## src/common/accel_cfg_pkg.sv

```systemverilog
`default_nettype none

package accel_cfg_pkg;

    localparam int AXIL_ADDR_W = 6;
    localparam int DATA_W      = 32;
    localparam int LANES       = 4;
    localparam int ELEM_W      = 8;
    localparam int WBANK_DEPTH = 8;
    localparam int WIDX_W      = 3;
    localparam int OUT_CNT_W   = 8;
    localparam int FIFO_DEPTH  = 4;

    // register map, byte addresses
    localparam logic [AXIL_ADDR_W-1:0] REG_CTRL   = 6'h00;
    localparam logic [AXIL_ADDR_W-1:0] REG_CONFIG = 6'h04;
    localparam logic [AXIL_ADDR_W-1:0] REG_BIAS   = 6'h08;
    localparam logic [AXIL_ADDR_W-1:0] REG_STATUS = 6'h0C;
    localparam logic [AXIL_ADDR_W-1:0] REG_WBASE  = 6'h20;

    typedef logic signed [DATA_W-1:0] acc_t;
    typedef logic [WBANK_DEPTH-1:0][DATA_W-1:0] weight_bank_t;

endpackage

`default_nettype wire

```

## src/common/accel_ctrl_pkg.sv

```systemverilog
`default_nettype none

package accel_ctrl_pkg;

    // layer sequencing
    typedef enum logic [1:0] {
        ST_IDLE,
        ST_RUN,
        ST_DRAIN
    } layer_state_t;

    // post-processing after bias add
    typedef enum logic {
        OP_LINEAR,
        OP_RELU
    } op_t;

endpackage

`default_nettype wire

```

## src/hw/axil_regs.sv

```systemverilog
`timescale 1ns/100ps
`default_nettype none

module axil_regs
    import accel_cfg_pkg::*, accel_ctrl_pkg::*;
(
    input  logic                   clk,
    input  logic                   reset_i,
    input  logic [AXIL_ADDR_W-1:0] s_axil_awaddr_i,
    input  logic                   s_axil_awvalid_i,
    output logic                   s_axil_awready_o,
    input  logic [DATA_W-1:0]      s_axil_wdata_i,
    input  logic                   s_axil_wvalid_i,
    output logic                   s_axil_wready_o,
    output logic [1:0]             s_axil_bresp_o,
    output logic                   s_axil_bvalid_o,
    input  logic                   s_axil_bready_i,
    input  logic [AXIL_ADDR_W-1:0] s_axil_araddr_i,
    input  logic                   s_axil_arvalid_i,
    output logic                   s_axil_arready_o,
    output logic [DATA_W-1:0]      s_axil_rdata_o,
    output logic [1:0]             s_axil_rresp_o,
    output logic                   s_axil_rvalid_o,
    input  logic                   s_axil_rready_i,
    output logic                   start_o,
    output op_t                    op_o,
    output logic [WIDX_W:0]        in_words_o,
    output logic [OUT_CNT_W-1:0]   out_count_o,
    output acc_t                   bias_o,
    output weight_bank_t           weight_bank_o,
    input  logic                   busy_i,
    input  logic                   last_sent_i
);

    logic              wr_en;
    logic              rd_en;
    logic              done;
    logic [DATA_W-1:0] rd_mux;

    assign wr_en = s_axil_awready_o && s_axil_awvalid_i && s_axil_wvalid_i;
    assign rd_en = s_axil_arready_o && s_axil_arvalid_i;

    assign s_axil_bresp_o = 2'b00;
    assign s_axil_rresp_o = 2'b00;

    // write channel, address and data accepted together
    always_ff @(posedge clk) begin
        if (reset_i) begin
            s_axil_awready_o <= 1'b0;
            s_axil_wready_o  <= 1'b0;
            s_axil_bvalid_o  <= 1'b0;
        end else begin
            s_axil_awready_o <= s_axil_awvalid_i && s_axil_wvalid_i &&
                                !s_axil_bvalid_o && !s_axil_awready_o;
            s_axil_wready_o  <= s_axil_awvalid_i && s_axil_wvalid_i &&
                                !s_axil_bvalid_o && !s_axil_awready_o;
            if (wr_en) begin
                s_axil_bvalid_o <= 1'b1;
            end else if (s_axil_bready_i) begin
                s_axil_bvalid_o <= 1'b0;
            end
        end
    end

    always_ff @(posedge clk) begin
        if (reset_i) begin
            start_o     <= 1'b0;
            op_o        <= OP_LINEAR;
            in_words_o  <= '0;
            out_count_o <= '0;
        end else begin
            start_o <= 1'b0;
            if (wr_en && s_axil_awaddr_i == REG_CTRL) begin
                start_o <= s_axil_wdata_i[0];
                op_o    <= op_t'(s_axil_wdata_i[1]);
            end
            if (wr_en && s_axil_awaddr_i == REG_CONFIG) begin
                in_words_o  <= s_axil_wdata_i[WIDX_W:0];
                out_count_o <= s_axil_wdata_i[8 +: OUT_CNT_W];
            end
        end
    end

    // bias and weight bank
    always_ff @(posedge clk) begin
        if (wr_en && s_axil_awaddr_i == REG_BIAS) begin
            bias_o <= acc_t'(s_axil_wdata_i);
        end
        if (wr_en && s_axil_awaddr_i[AXIL_ADDR_W-1] == REG_WBASE[AXIL_ADDR_W-1]) begin
            weight_bank_o[s_axil_awaddr_i[2 +: WIDX_W]] <= s_axil_wdata_i;
        end
    end

    // sticky done, a new start clears it
    always_ff @(posedge clk) begin
        if (reset_i) begin
            done <= 1'b0;
        end else if (start_o) begin
            done <= 1'b0;
        end else if (last_sent_i) begin
            done <= 1'b1;
        end
    end

    always_comb begin
        rd_mux = '0;
        if (s_axil_araddr_i[AXIL_ADDR_W-1] == REG_WBASE[AXIL_ADDR_W-1]) begin
            rd_mux = weight_bank_o[s_axil_araddr_i[2 +: WIDX_W]];
        end else begin
            case (s_axil_araddr_i)
                REG_CTRL:   rd_mux[1] = op_o;
                REG_CONFIG: begin
                    rd_mux[WIDX_W:0]       = in_words_o;
                    rd_mux[8 +: OUT_CNT_W] = out_count_o;
                end
                REG_BIAS:   rd_mux = bias_o;
                REG_STATUS: begin
                    rd_mux[0] = done;
                    rd_mux[1] = busy_i;
                end
                default:    rd_mux = '0;
            endcase
        end
    end

    // read channel
    always_ff @(posedge clk) begin
        if (reset_i) begin
            s_axil_arready_o <= 1'b0;
            s_axil_rvalid_o  <= 1'b0;
        end else begin
            s_axil_arready_o <= s_axil_arvalid_i && !s_axil_rvalid_o && !s_axil_arready_o;
            if (rd_en) begin
                s_axil_rvalid_o <= 1'b1;
            end else if (s_axil_rready_i) begin
                s_axil_rvalid_o <= 1'b0;
            end
        end
    end

    always_ff @(posedge clk) begin
        if (rd_en) begin
            s_axil_rdata_o <= rd_mux;
        end
    end

endmodule

`default_nettype wire

```

## src/hw/layer_ctrl.sv

```systemverilog
`timescale 1ns/100ps
`default_nettype none

module layer_ctrl
    import accel_cfg_pkg::*, accel_ctrl_pkg::*;
(
    input  logic                 clk,
    input  logic                 reset_i,
    input  logic                 start_i,
    input  logic [WIDX_W:0]      in_words_i,
    input  logic [OUT_CNT_W-1:0] out_count_i,
    input  logic                 s_axis_tvalid_i,
    output logic                 s_axis_tready_o,
    input  logic                 fifo_room_i,
    input  logic                 last_sent_i,
    output logic                 beat_valid_o,
    output logic                 first_word_o,
    output logic                 last_word_o,
    output logic                 last_out_o,
    output logic [WIDX_W-1:0]    widx_o,
    output logic                 busy_o
);

    layer_state_t         state;
    logic [WIDX_W-1:0]    word_cnt;
    logic [OUT_CNT_W-1:0] out_cnt;

    // stall input while the output FIFO is short of space
    assign s_axis_tready_o = (state == ST_RUN) && fifo_room_i;
    assign beat_valid_o    = s_axis_tready_o && s_axis_tvalid_i;

    assign first_word_o = (word_cnt == '0);
    assign last_word_o  = ({1'b0, word_cnt} == in_words_i - 1'b1);
    assign last_out_o   = (out_cnt == out_count_i - 1'b1);
    assign widx_o       = word_cnt;
    assign busy_o       = (state != ST_IDLE);

    always_ff @(posedge clk) begin
        if (reset_i) begin
            state    <= ST_IDLE;
            word_cnt <= '0;
            out_cnt  <= '0;
        end else begin
            case (state)
                ST_IDLE: begin
                    if (start_i) begin
                        state    <= ST_RUN;
                        word_cnt <= '0;
                        out_cnt  <= '0;
                    end
                end
                ST_RUN: begin
                    if (beat_valid_o) begin
                        if (last_word_o) begin
                            word_cnt <= '0;
                            out_cnt  <= out_cnt + 1'b1;
                            // all inputs taken, wait for the final beat out
                            if (last_out_o) begin
                                state <= ST_DRAIN;
                            end
                        end else begin
                            word_cnt <= word_cnt + 1'b1;
                        end
                    end
                end
                ST_DRAIN: begin
                    if (last_sent_i) begin
                        state <= ST_IDLE;
                    end
                end
                default: state <= ST_IDLE;
            endcase
        end
    end

endmodule

`default_nettype wire

```

## src/datapath/mac_array.sv

```systemverilog
`timescale 1ns/100ps
`default_nettype none

module mac_array
    import accel_cfg_pkg::*, accel_ctrl_pkg::*;
(
    input  logic              clk,
    input  logic              reset_i,
    input  logic [DATA_W-1:0] data_i,
    input  weight_bank_t      weight_bank_i,
    input  logic [WIDX_W-1:0] widx_i,
    input  logic              beat_valid_i,
    input  logic              first_word_i,
    input  logic              last_word_i,
    input  logic              last_out_i,
    input  op_t               op_i,
    input  acc_t              bias_i,
    output logic              res_valid_o,
    output acc_t              res_data_o,
    output logic              res_last_o
);

    logic [DATA_W-1:0] wword;
    acc_t              beat_sum;
    acc_t              acc;
    acc_t              acc_next;
    acc_t              total;
    acc_t              result;

    assign wword = weight_bank_i[widx_i];

    // four signed 8x8 products of the current word
    always_comb begin : lane_products
        logic signed [2*ELEM_W-1:0] prod;
        beat_sum = '0;
        for (int l = 0; l < LANES; l++) begin
            prod = $signed(data_i[l*ELEM_W +: ELEM_W]) *
                   $signed(wword[l*ELEM_W +: ELEM_W]);
            beat_sum = beat_sum + prod;
        end
    end

    // first word of an output starts from zero
    assign acc_next = (first_word_i ? acc_t'(0) : acc) + beat_sum;
    assign total    = acc_next + bias_i;

    always_comb begin
        result = total;
        if (op_i == OP_RELU && total[DATA_W-1]) begin
            result = '0;
        end
    end

    always_ff @(posedge clk) begin
        if (beat_valid_i) begin
            acc <= acc_next;
        end
        if (beat_valid_i && last_word_i) begin
            res_data_o <= result;
            res_last_o <= last_out_i;
        end
    end

    always_ff @(posedge clk) begin
        if (reset_i) begin
            res_valid_o <= 1'b0;
        end else begin
            res_valid_o <= beat_valid_i && last_word_i;
        end
    end

endmodule

`default_nettype wire

```

## src/hw/axis_out_fifo.sv

```systemverilog
`timescale 1ns/100ps
`default_nettype none

module axis_out_fifo
    import accel_cfg_pkg::*;
(
    input  logic                  clk,
    input  logic                  reset_i,
    input  logic                  wr_valid_i,
    input  logic [DATA_W-1:0]     wr_data_i,
    input  logic                  wr_last_i,
    output logic                  fifo_room_o,
    input  logic                  m_axis_tready_i,
    output logic                  m_axis_tvalid_o,
    output logic [DATA_W-1:0]     m_axis_tdata_o,
    output logic                  m_axis_tlast_o,
    output logic [DATA_W/8-1:0]   m_axis_tstrb_o,
    output logic                  last_sent_o
);

    logic [DATA_W-1:0]             mem_data [FIFO_DEPTH];
    logic [FIFO_DEPTH-1:0]         mem_last;
    logic [$clog2(FIFO_DEPTH)-1:0] wr_ptr;
    logic [$clog2(FIFO_DEPTH)-1:0] rd_ptr;
    logic [$clog2(FIFO_DEPTH):0]   count;
    logic                          rd_en;

    assign m_axis_tvalid_o = (count != '0);
    assign m_axis_tdata_o  = mem_data[rd_ptr];
    assign m_axis_tlast_o  = mem_last[rd_ptr];
    assign m_axis_tstrb_o  = '1;

    assign rd_en       = m_axis_tvalid_o && m_axis_tready_i;
    assign last_sent_o = rd_en && m_axis_tlast_o;

    // two free slots: one for the result in mac_array, one spare
    assign fifo_room_o = (count <= FIFO_DEPTH - 2);

    always_ff @(posedge clk) begin
        if (wr_valid_i) begin
            mem_data[wr_ptr] <= wr_data_i;
            mem_last[wr_ptr] <= wr_last_i;
        end
    end

    always_ff @(posedge clk) begin
        if (reset_i) begin
            wr_ptr <= '0;
            rd_ptr <= '0;
            count  <= '0;
        end else begin
            if (wr_valid_i) begin
                wr_ptr <= wr_ptr + 1'b1;
            end
            if (rd_en) begin
                rd_ptr <= rd_ptr + 1'b1;
            end
            case ({wr_valid_i, rd_en})
                2'b10:   count <= count + 1'b1;
                2'b01:   count <= count - 1'b1;
                default: count <= count;
            endcase
        end
    end

endmodule

`default_nettype wire

```

## src/hw/cnn_accel_top.sv

```systemverilog
`timescale 1ns/100ps
`default_nettype none

module cnn_accel_top
    import accel_cfg_pkg::*, accel_ctrl_pkg::*;
(
    input  logic                   clk,
    input  logic                   reset_i,
    // AXI-lite slave
    input  logic [AXIL_ADDR_W-1:0] s_axil_awaddr_i,
    input  logic                   s_axil_awvalid_i,
    output logic                   s_axil_awready_o,
    input  logic [DATA_W-1:0]      s_axil_wdata_i,
    input  logic                   s_axil_wvalid_i,
    output logic                   s_axil_wready_o,
    output logic [1:0]             s_axil_bresp_o,
    output logic                   s_axil_bvalid_o,
    input  logic                   s_axil_bready_i,
    input  logic [AXIL_ADDR_W-1:0] s_axil_araddr_i,
    input  logic                   s_axil_arvalid_i,
    output logic                   s_axil_arready_o,
    output logic [DATA_W-1:0]      s_axil_rdata_o,
    output logic [1:0]             s_axil_rresp_o,
    output logic                   s_axil_rvalid_o,
    input  logic                   s_axil_rready_i,
    // input feature map stream, tstrb and tlast not used
    input  logic [DATA_W-1:0]      s_axis_tdata_i,
    input  logic [DATA_W/8-1:0]    s_axis_tstrb_i,
    input  logic                   s_axis_tlast_i,
    input  logic                   s_axis_tvalid_i,
    output logic                   s_axis_tready_o,
    // result stream
    input  logic                   m_axis_tready_i,
    output logic                   m_axis_tvalid_o,
    output logic [DATA_W-1:0]      m_axis_tdata_o,
    output logic                   m_axis_tlast_o,
    output logic [DATA_W/8-1:0]    m_axis_tstrb_o
);

    logic                 start;
    op_t                  op;
    logic [WIDX_W:0]      in_words;
    logic [OUT_CNT_W-1:0] out_count;
    acc_t                 bias;
    weight_bank_t         weight_bank;
    logic                 busy;
    logic                 last_sent;
    logic                 fifo_room;
    logic                 beat_valid;
    logic                 first_word;
    logic                 last_word;
    logic                 last_out;
    logic [WIDX_W-1:0]    widx;
    logic                 res_valid;
    acc_t                 res_data;
    logic                 res_last;

    axil_regs u_axil_regs (
        .clk              (clk),
        .reset_i          (reset_i),
        .s_axil_awaddr_i  (s_axil_awaddr_i),
        .s_axil_awvalid_i (s_axil_awvalid_i),
        .s_axil_awready_o (s_axil_awready_o),
        .s_axil_wdata_i   (s_axil_wdata_i),
        .s_axil_wvalid_i  (s_axil_wvalid_i),
        .s_axil_wready_o  (s_axil_wready_o),
        .s_axil_bresp_o   (s_axil_bresp_o),
        .s_axil_bvalid_o  (s_axil_bvalid_o),
        .s_axil_bready_i  (s_axil_bready_i),
        .s_axil_araddr_i  (s_axil_araddr_i),
        .s_axil_arvalid_i (s_axil_arvalid_i),
        .s_axil_arready_o (s_axil_arready_o),
        .s_axil_rdata_o   (s_axil_rdata_o),
        .s_axil_rresp_o   (s_axil_rresp_o),
        .s_axil_rvalid_o  (s_axil_rvalid_o),
        .s_axil_rready_i  (s_axil_rready_i),
        .start_o          (start),
        .op_o             (op),
        .in_words_o       (in_words),
        .out_count_o      (out_count),
        .bias_o           (bias),
        .weight_bank_o    (weight_bank),
        .busy_i           (busy),
        .last_sent_i      (last_sent)
    );

    layer_ctrl u_layer_ctrl (
        .clk             (clk),
        .reset_i         (reset_i),
        .start_i         (start),
        .in_words_i      (in_words),
        .out_count_i     (out_count),
        .s_axis_tvalid_i (s_axis_tvalid_i),
        .s_axis_tready_o (s_axis_tready_o),
        .fifo_room_i     (fifo_room),
        .last_sent_i     (last_sent),
        .beat_valid_o    (beat_valid),
        .first_word_o    (first_word),
        .last_word_o     (last_word),
        .last_out_o      (last_out),
        .widx_o          (widx),
        .busy_o          (busy)
    );

    mac_array u_mac_array (
        .clk           (clk),
        .reset_i       (reset_i),
        .data_i        (s_axis_tdata_i),
        .weight_bank_i (weight_bank),
        .widx_i        (widx),
        .beat_valid_i  (beat_valid),
        .first_word_i  (first_word),
        .last_word_i   (last_word),
        .last_out_i    (last_out),
        .op_i          (op),
        .bias_i        (bias),
        .res_valid_o   (res_valid),
        .res_data_o    (res_data),
        .res_last_o    (res_last)
    );

    axis_out_fifo u_axis_out_fifo (
        .clk             (clk),
        .reset_i         (reset_i),
        .wr_valid_i      (res_valid),
        .wr_data_i       (res_data),
        .wr_last_i       (res_last),
        .fifo_room_o     (fifo_room),
        .m_axis_tready_i (m_axis_tready_i),
        .m_axis_tvalid_o (m_axis_tvalid_o),
        .m_axis_tdata_o  (m_axis_tdata_o),
        .m_axis_tlast_o  (m_axis_tlast_o),
        .m_axis_tstrb_o  (m_axis_tstrb_o),
        .last_sent_o     (last_sent)
    );

endmodule

`default_nettype wire

```

## config.mk

```make
export PLATFORM = sky130hd
export DESIGN_NAME = cnn_accel_top
export DESIGN_NICKNAME = d
export VERILOG_FILES = /design/src/common/accel_cfg_pkg.sv /design/src/common/accel_ctrl_pkg.sv /design/src/hw/axil_regs.sv /design/src/hw/layer_ctrl.sv /design/src/datapath/mac_array.sv /design/src/hw/axis_out_fifo.sv /design/src/hw/cnn_accel_top.sv
export SDC_FILE = /design/constraint.sdc
export NUM_CORES = 2
export LEC_CHECK = 0
export BUFFER_PORTS_ARGS = -buffer_cell sky130_fd_sc_hd__buf_4
export CAP_MARGIN = 20
export CORE_MARGIN = 4
export CORE_UTILIZATION = 53
export DETAILED_ROUTE_END_ITERATION = 10
export PLACE_DENSITY = 0.68
export SLEW_MARGIN = 5
export SYNTH_ARGS = -nofsm -noshare
export SYNTH_HDL_FRONTEND = slang
export SYNTH_SLANG_ARGS = --single-unit
```

## constraint.sdc

```tcl
create_clock -name clk -period 32.8 [get_ports clk]
set_input_delay 8.2 -clock clk [delete_from_list [all_inputs] [get_ports clk]]
set_output_delay 8.2 -clock clk [all_outputs]
set_load 0.03 [all_outputs]
```

==> metrics.txt <==
Seq cells post-synth 559; simple-gate share of the synthesized area 7.64%; post-route ant nets 0; Syn Area/Cell ~13 sq um; FFs w/ async S/R, synth 0%; Distinct cells, synth 70; io pins 170; crit start category input port; Max Cap Viol 0; setup violators final 0; Post-synth top flop edfxtp_1; gp weighted congestion between 0.9 and 1; DR pass1 iterations 6; Final #Nets about 3800; WP data required approximately 33000 ps; Final Routed Wirelength 93800 microns; pre-CTS WS ~12000 ps; Reg area about 16000 sq um; Worst Path Max Fanout 31; drc violations 0; Root Buffer clkbuf_16; final design utilization just under 60%; Avg Vias per Cell around 5.7; Worst Max-Slew Pin Slew 1030 ps; Clock transition at path regs 60 ps; total CTS buffers slightly below 60; largest family of logic cells by synthesized area adder cells; Hold Buf Count CTS 0; CTS tree yes; final setup skew a little under 60 ps; Tot GR Track Use around 25%; # clock sinks 559; Synth Area in Compound Gates 4.37%; setup TNS 0 ps; Initial Util 53.6%; Min-Delay Path Class register to register; WL per Instance roughly 23 microns; setup bufs post-CTS 0; area of the multi-input gates just over 20000 sq um; RSZ-0062 raised after global routing false; post-synthesis adder-cell area fraction about a quarter; n_diodes 0; Hold Vio Cnt, Final 0; most common cell after layout, fill and taps aside inv_1; hold_sp u_axil_regs.s_axil_rvalid_o; layout cells sized above 1 17.9%; Tmin final just over 20000 ps; vias after detailed routing ~23000; DIE AREA 78500 sq um; most frequent CP cell fa_1; status complete, no violations; cts repair resizes 0; worst setup path class input port to register; pin count of the biggest net entering global routing 62; I/O Buffers around 160; DP HPWL between 60000 and 70000 microns; Bufs on Longest Clock Path 3; post-synthesis xor/xnor area fraction 2.53%; Setup WS post-layout about 12000 ps; chip width between 200 and 300 microns; Chip Height roughly 280 microns; first-pass GRT wire length between 100000 and 150000 microns; row cnt between 90 and 100; total global routing overflow 0; vias in the first global route around 26000; worst setup path start s_axis_tdata_i[15]; Tcrit/Tclk final roughly 63%; Syn-to-layout area delta 11.2%; EDFF count, synth around 520; crit path DAT roughly 21000 ps; Max Fclk a little under 50 MHz; sequential share of the synthesized area 41.7%; CP Capture Type register; Rel. slew slack just under 30%; initial antenna violation count 6; Ys Warns 0; R2R Path Start u_layer_ctrl.widx_o[0]; mux cell area share after synthesis between 10% and 20%; drt initial violations roughly 1700; Slowest cell on crit path nor4_1; Slew Limit Fails 0; Syn Inst Count ~3000; Max stage delay on crit path ~770 ps; most frequent cells in the layout 524 x inv_1, 517 x edfxtp_1, 400 x fa_1; synthesized area ~40000 sq um; clk_lat worst skew 640 ps; H-tree Lvls 2; fillers roughly 5700; core area approximately 73000 sq um
==> layer usage <==
layer  vias up  track usage (%)  wire length (microns)
met5         -                0                     39
met1     12041             32.8                  37500
met3       160             5.79                   7940
met4         4             7.99                   3260
met2       811             40.6                  45000
li1      10427                -                      -
==> through the flow <==
step | hold WS, ps | cell area (sq um) | instances
floorplan | 424 | 39300 | 2942
global placement | 429 | 41600 | 4002
detailed placement | 436 | 41600 | 4004
CTS | 454 | 43600 | 4113
global route | 464 | 43700 | 4117
finish | 453 | 43700 | 4117
==> critical path: cells and delay by family <==
family,cells,cell delay (ps)
and+or+nand+nor,9,3170
adders and majority gates,13,5710
buffers and inverters,7,930
xor gates and xnor gates,1,140
AOI/OAI and AO/OA,14,2790
==> cells by family after synthesis <==
kind of cell / after synthesis
AOI/OAI and AO/OA: 254
xor gates and xnor gates: 111
adders and majority gates: 591
buffers and inverters: 617
DFF: 559
muxes: 231
other: 2
and+or+nand+nor: 571
==> cells in the mapped netlist (25+ instances only) <==
cell type  number  area [sq um]
nor2b_1        99           619
a21o_1         28           210
and2_1         59           369
edfxtp_1      517         15500
buf_1          25          93.8
nor3_1         30           150
xor2_1         35           307
xnor2_1        74           648
mux4_2        162          3650
dfxtp_1        42           841
clkbuf_1       51           191
inv_1         524          1970
nand2_1       172           646
o21ai_0        28           140
a21oi_1        83           415
ha_1          191          2390
nor2_1         76           285
mux2_2         45           507
fa_1          400          8010
==> registers in the layout (all words and copies together), names as in the netlist, 3 cells and up, named ones only <==
name                        count
u_axil_regs.weight_bank_o     256
u_axis_out_fifo.mem_data      128
u_axil_regs.bias_o             32
u_axil_regs.s_axil_rdata_o     32
u_mac_array.acc                32
u_mac_array.res_data_o         32
u_axil_regs.out_count_o         8
u_layer_ctrl.out_cnt            8
u_axil_regs.in_words_o          4
u_axis_out_fifo.mem_last        4
u_axis_out_fifo.count           3
u_layer_ctrl.widx_o             3
==> area by class of cell <==
class                           instances  area share (%)
Multi-Input combinational cell       1766            47.3
Sequential cell                       559            37.5
Inverter                              524            4.51
Clock buffer                           74            3.55
Timing Repair Buffer                  200            3.43
Tap cell                              959            2.75
Clock inverter                         35           0.995
==> path summary, 6_finish.rpt <==
| path | endpoint | slack [ps] | depth (start not counted) |
|---|---|---|---|
| worst min-delay path | u_axil_regs.s_axil_arready_o | 450 | 1 |
| worst min register to register | u_axil_regs.s_axil_arready_o | 450 | 1 |
| worst max register to register | u_mac_array.res_data_o[8] | 17050 | 47 |
| worst max-delay path | u_mac_array.res_data_o[8] | 12070 | 44 |
Power is not shown: default switching activity piles up to over one toggle a cycle in this logic, so the estimate is an artifact.
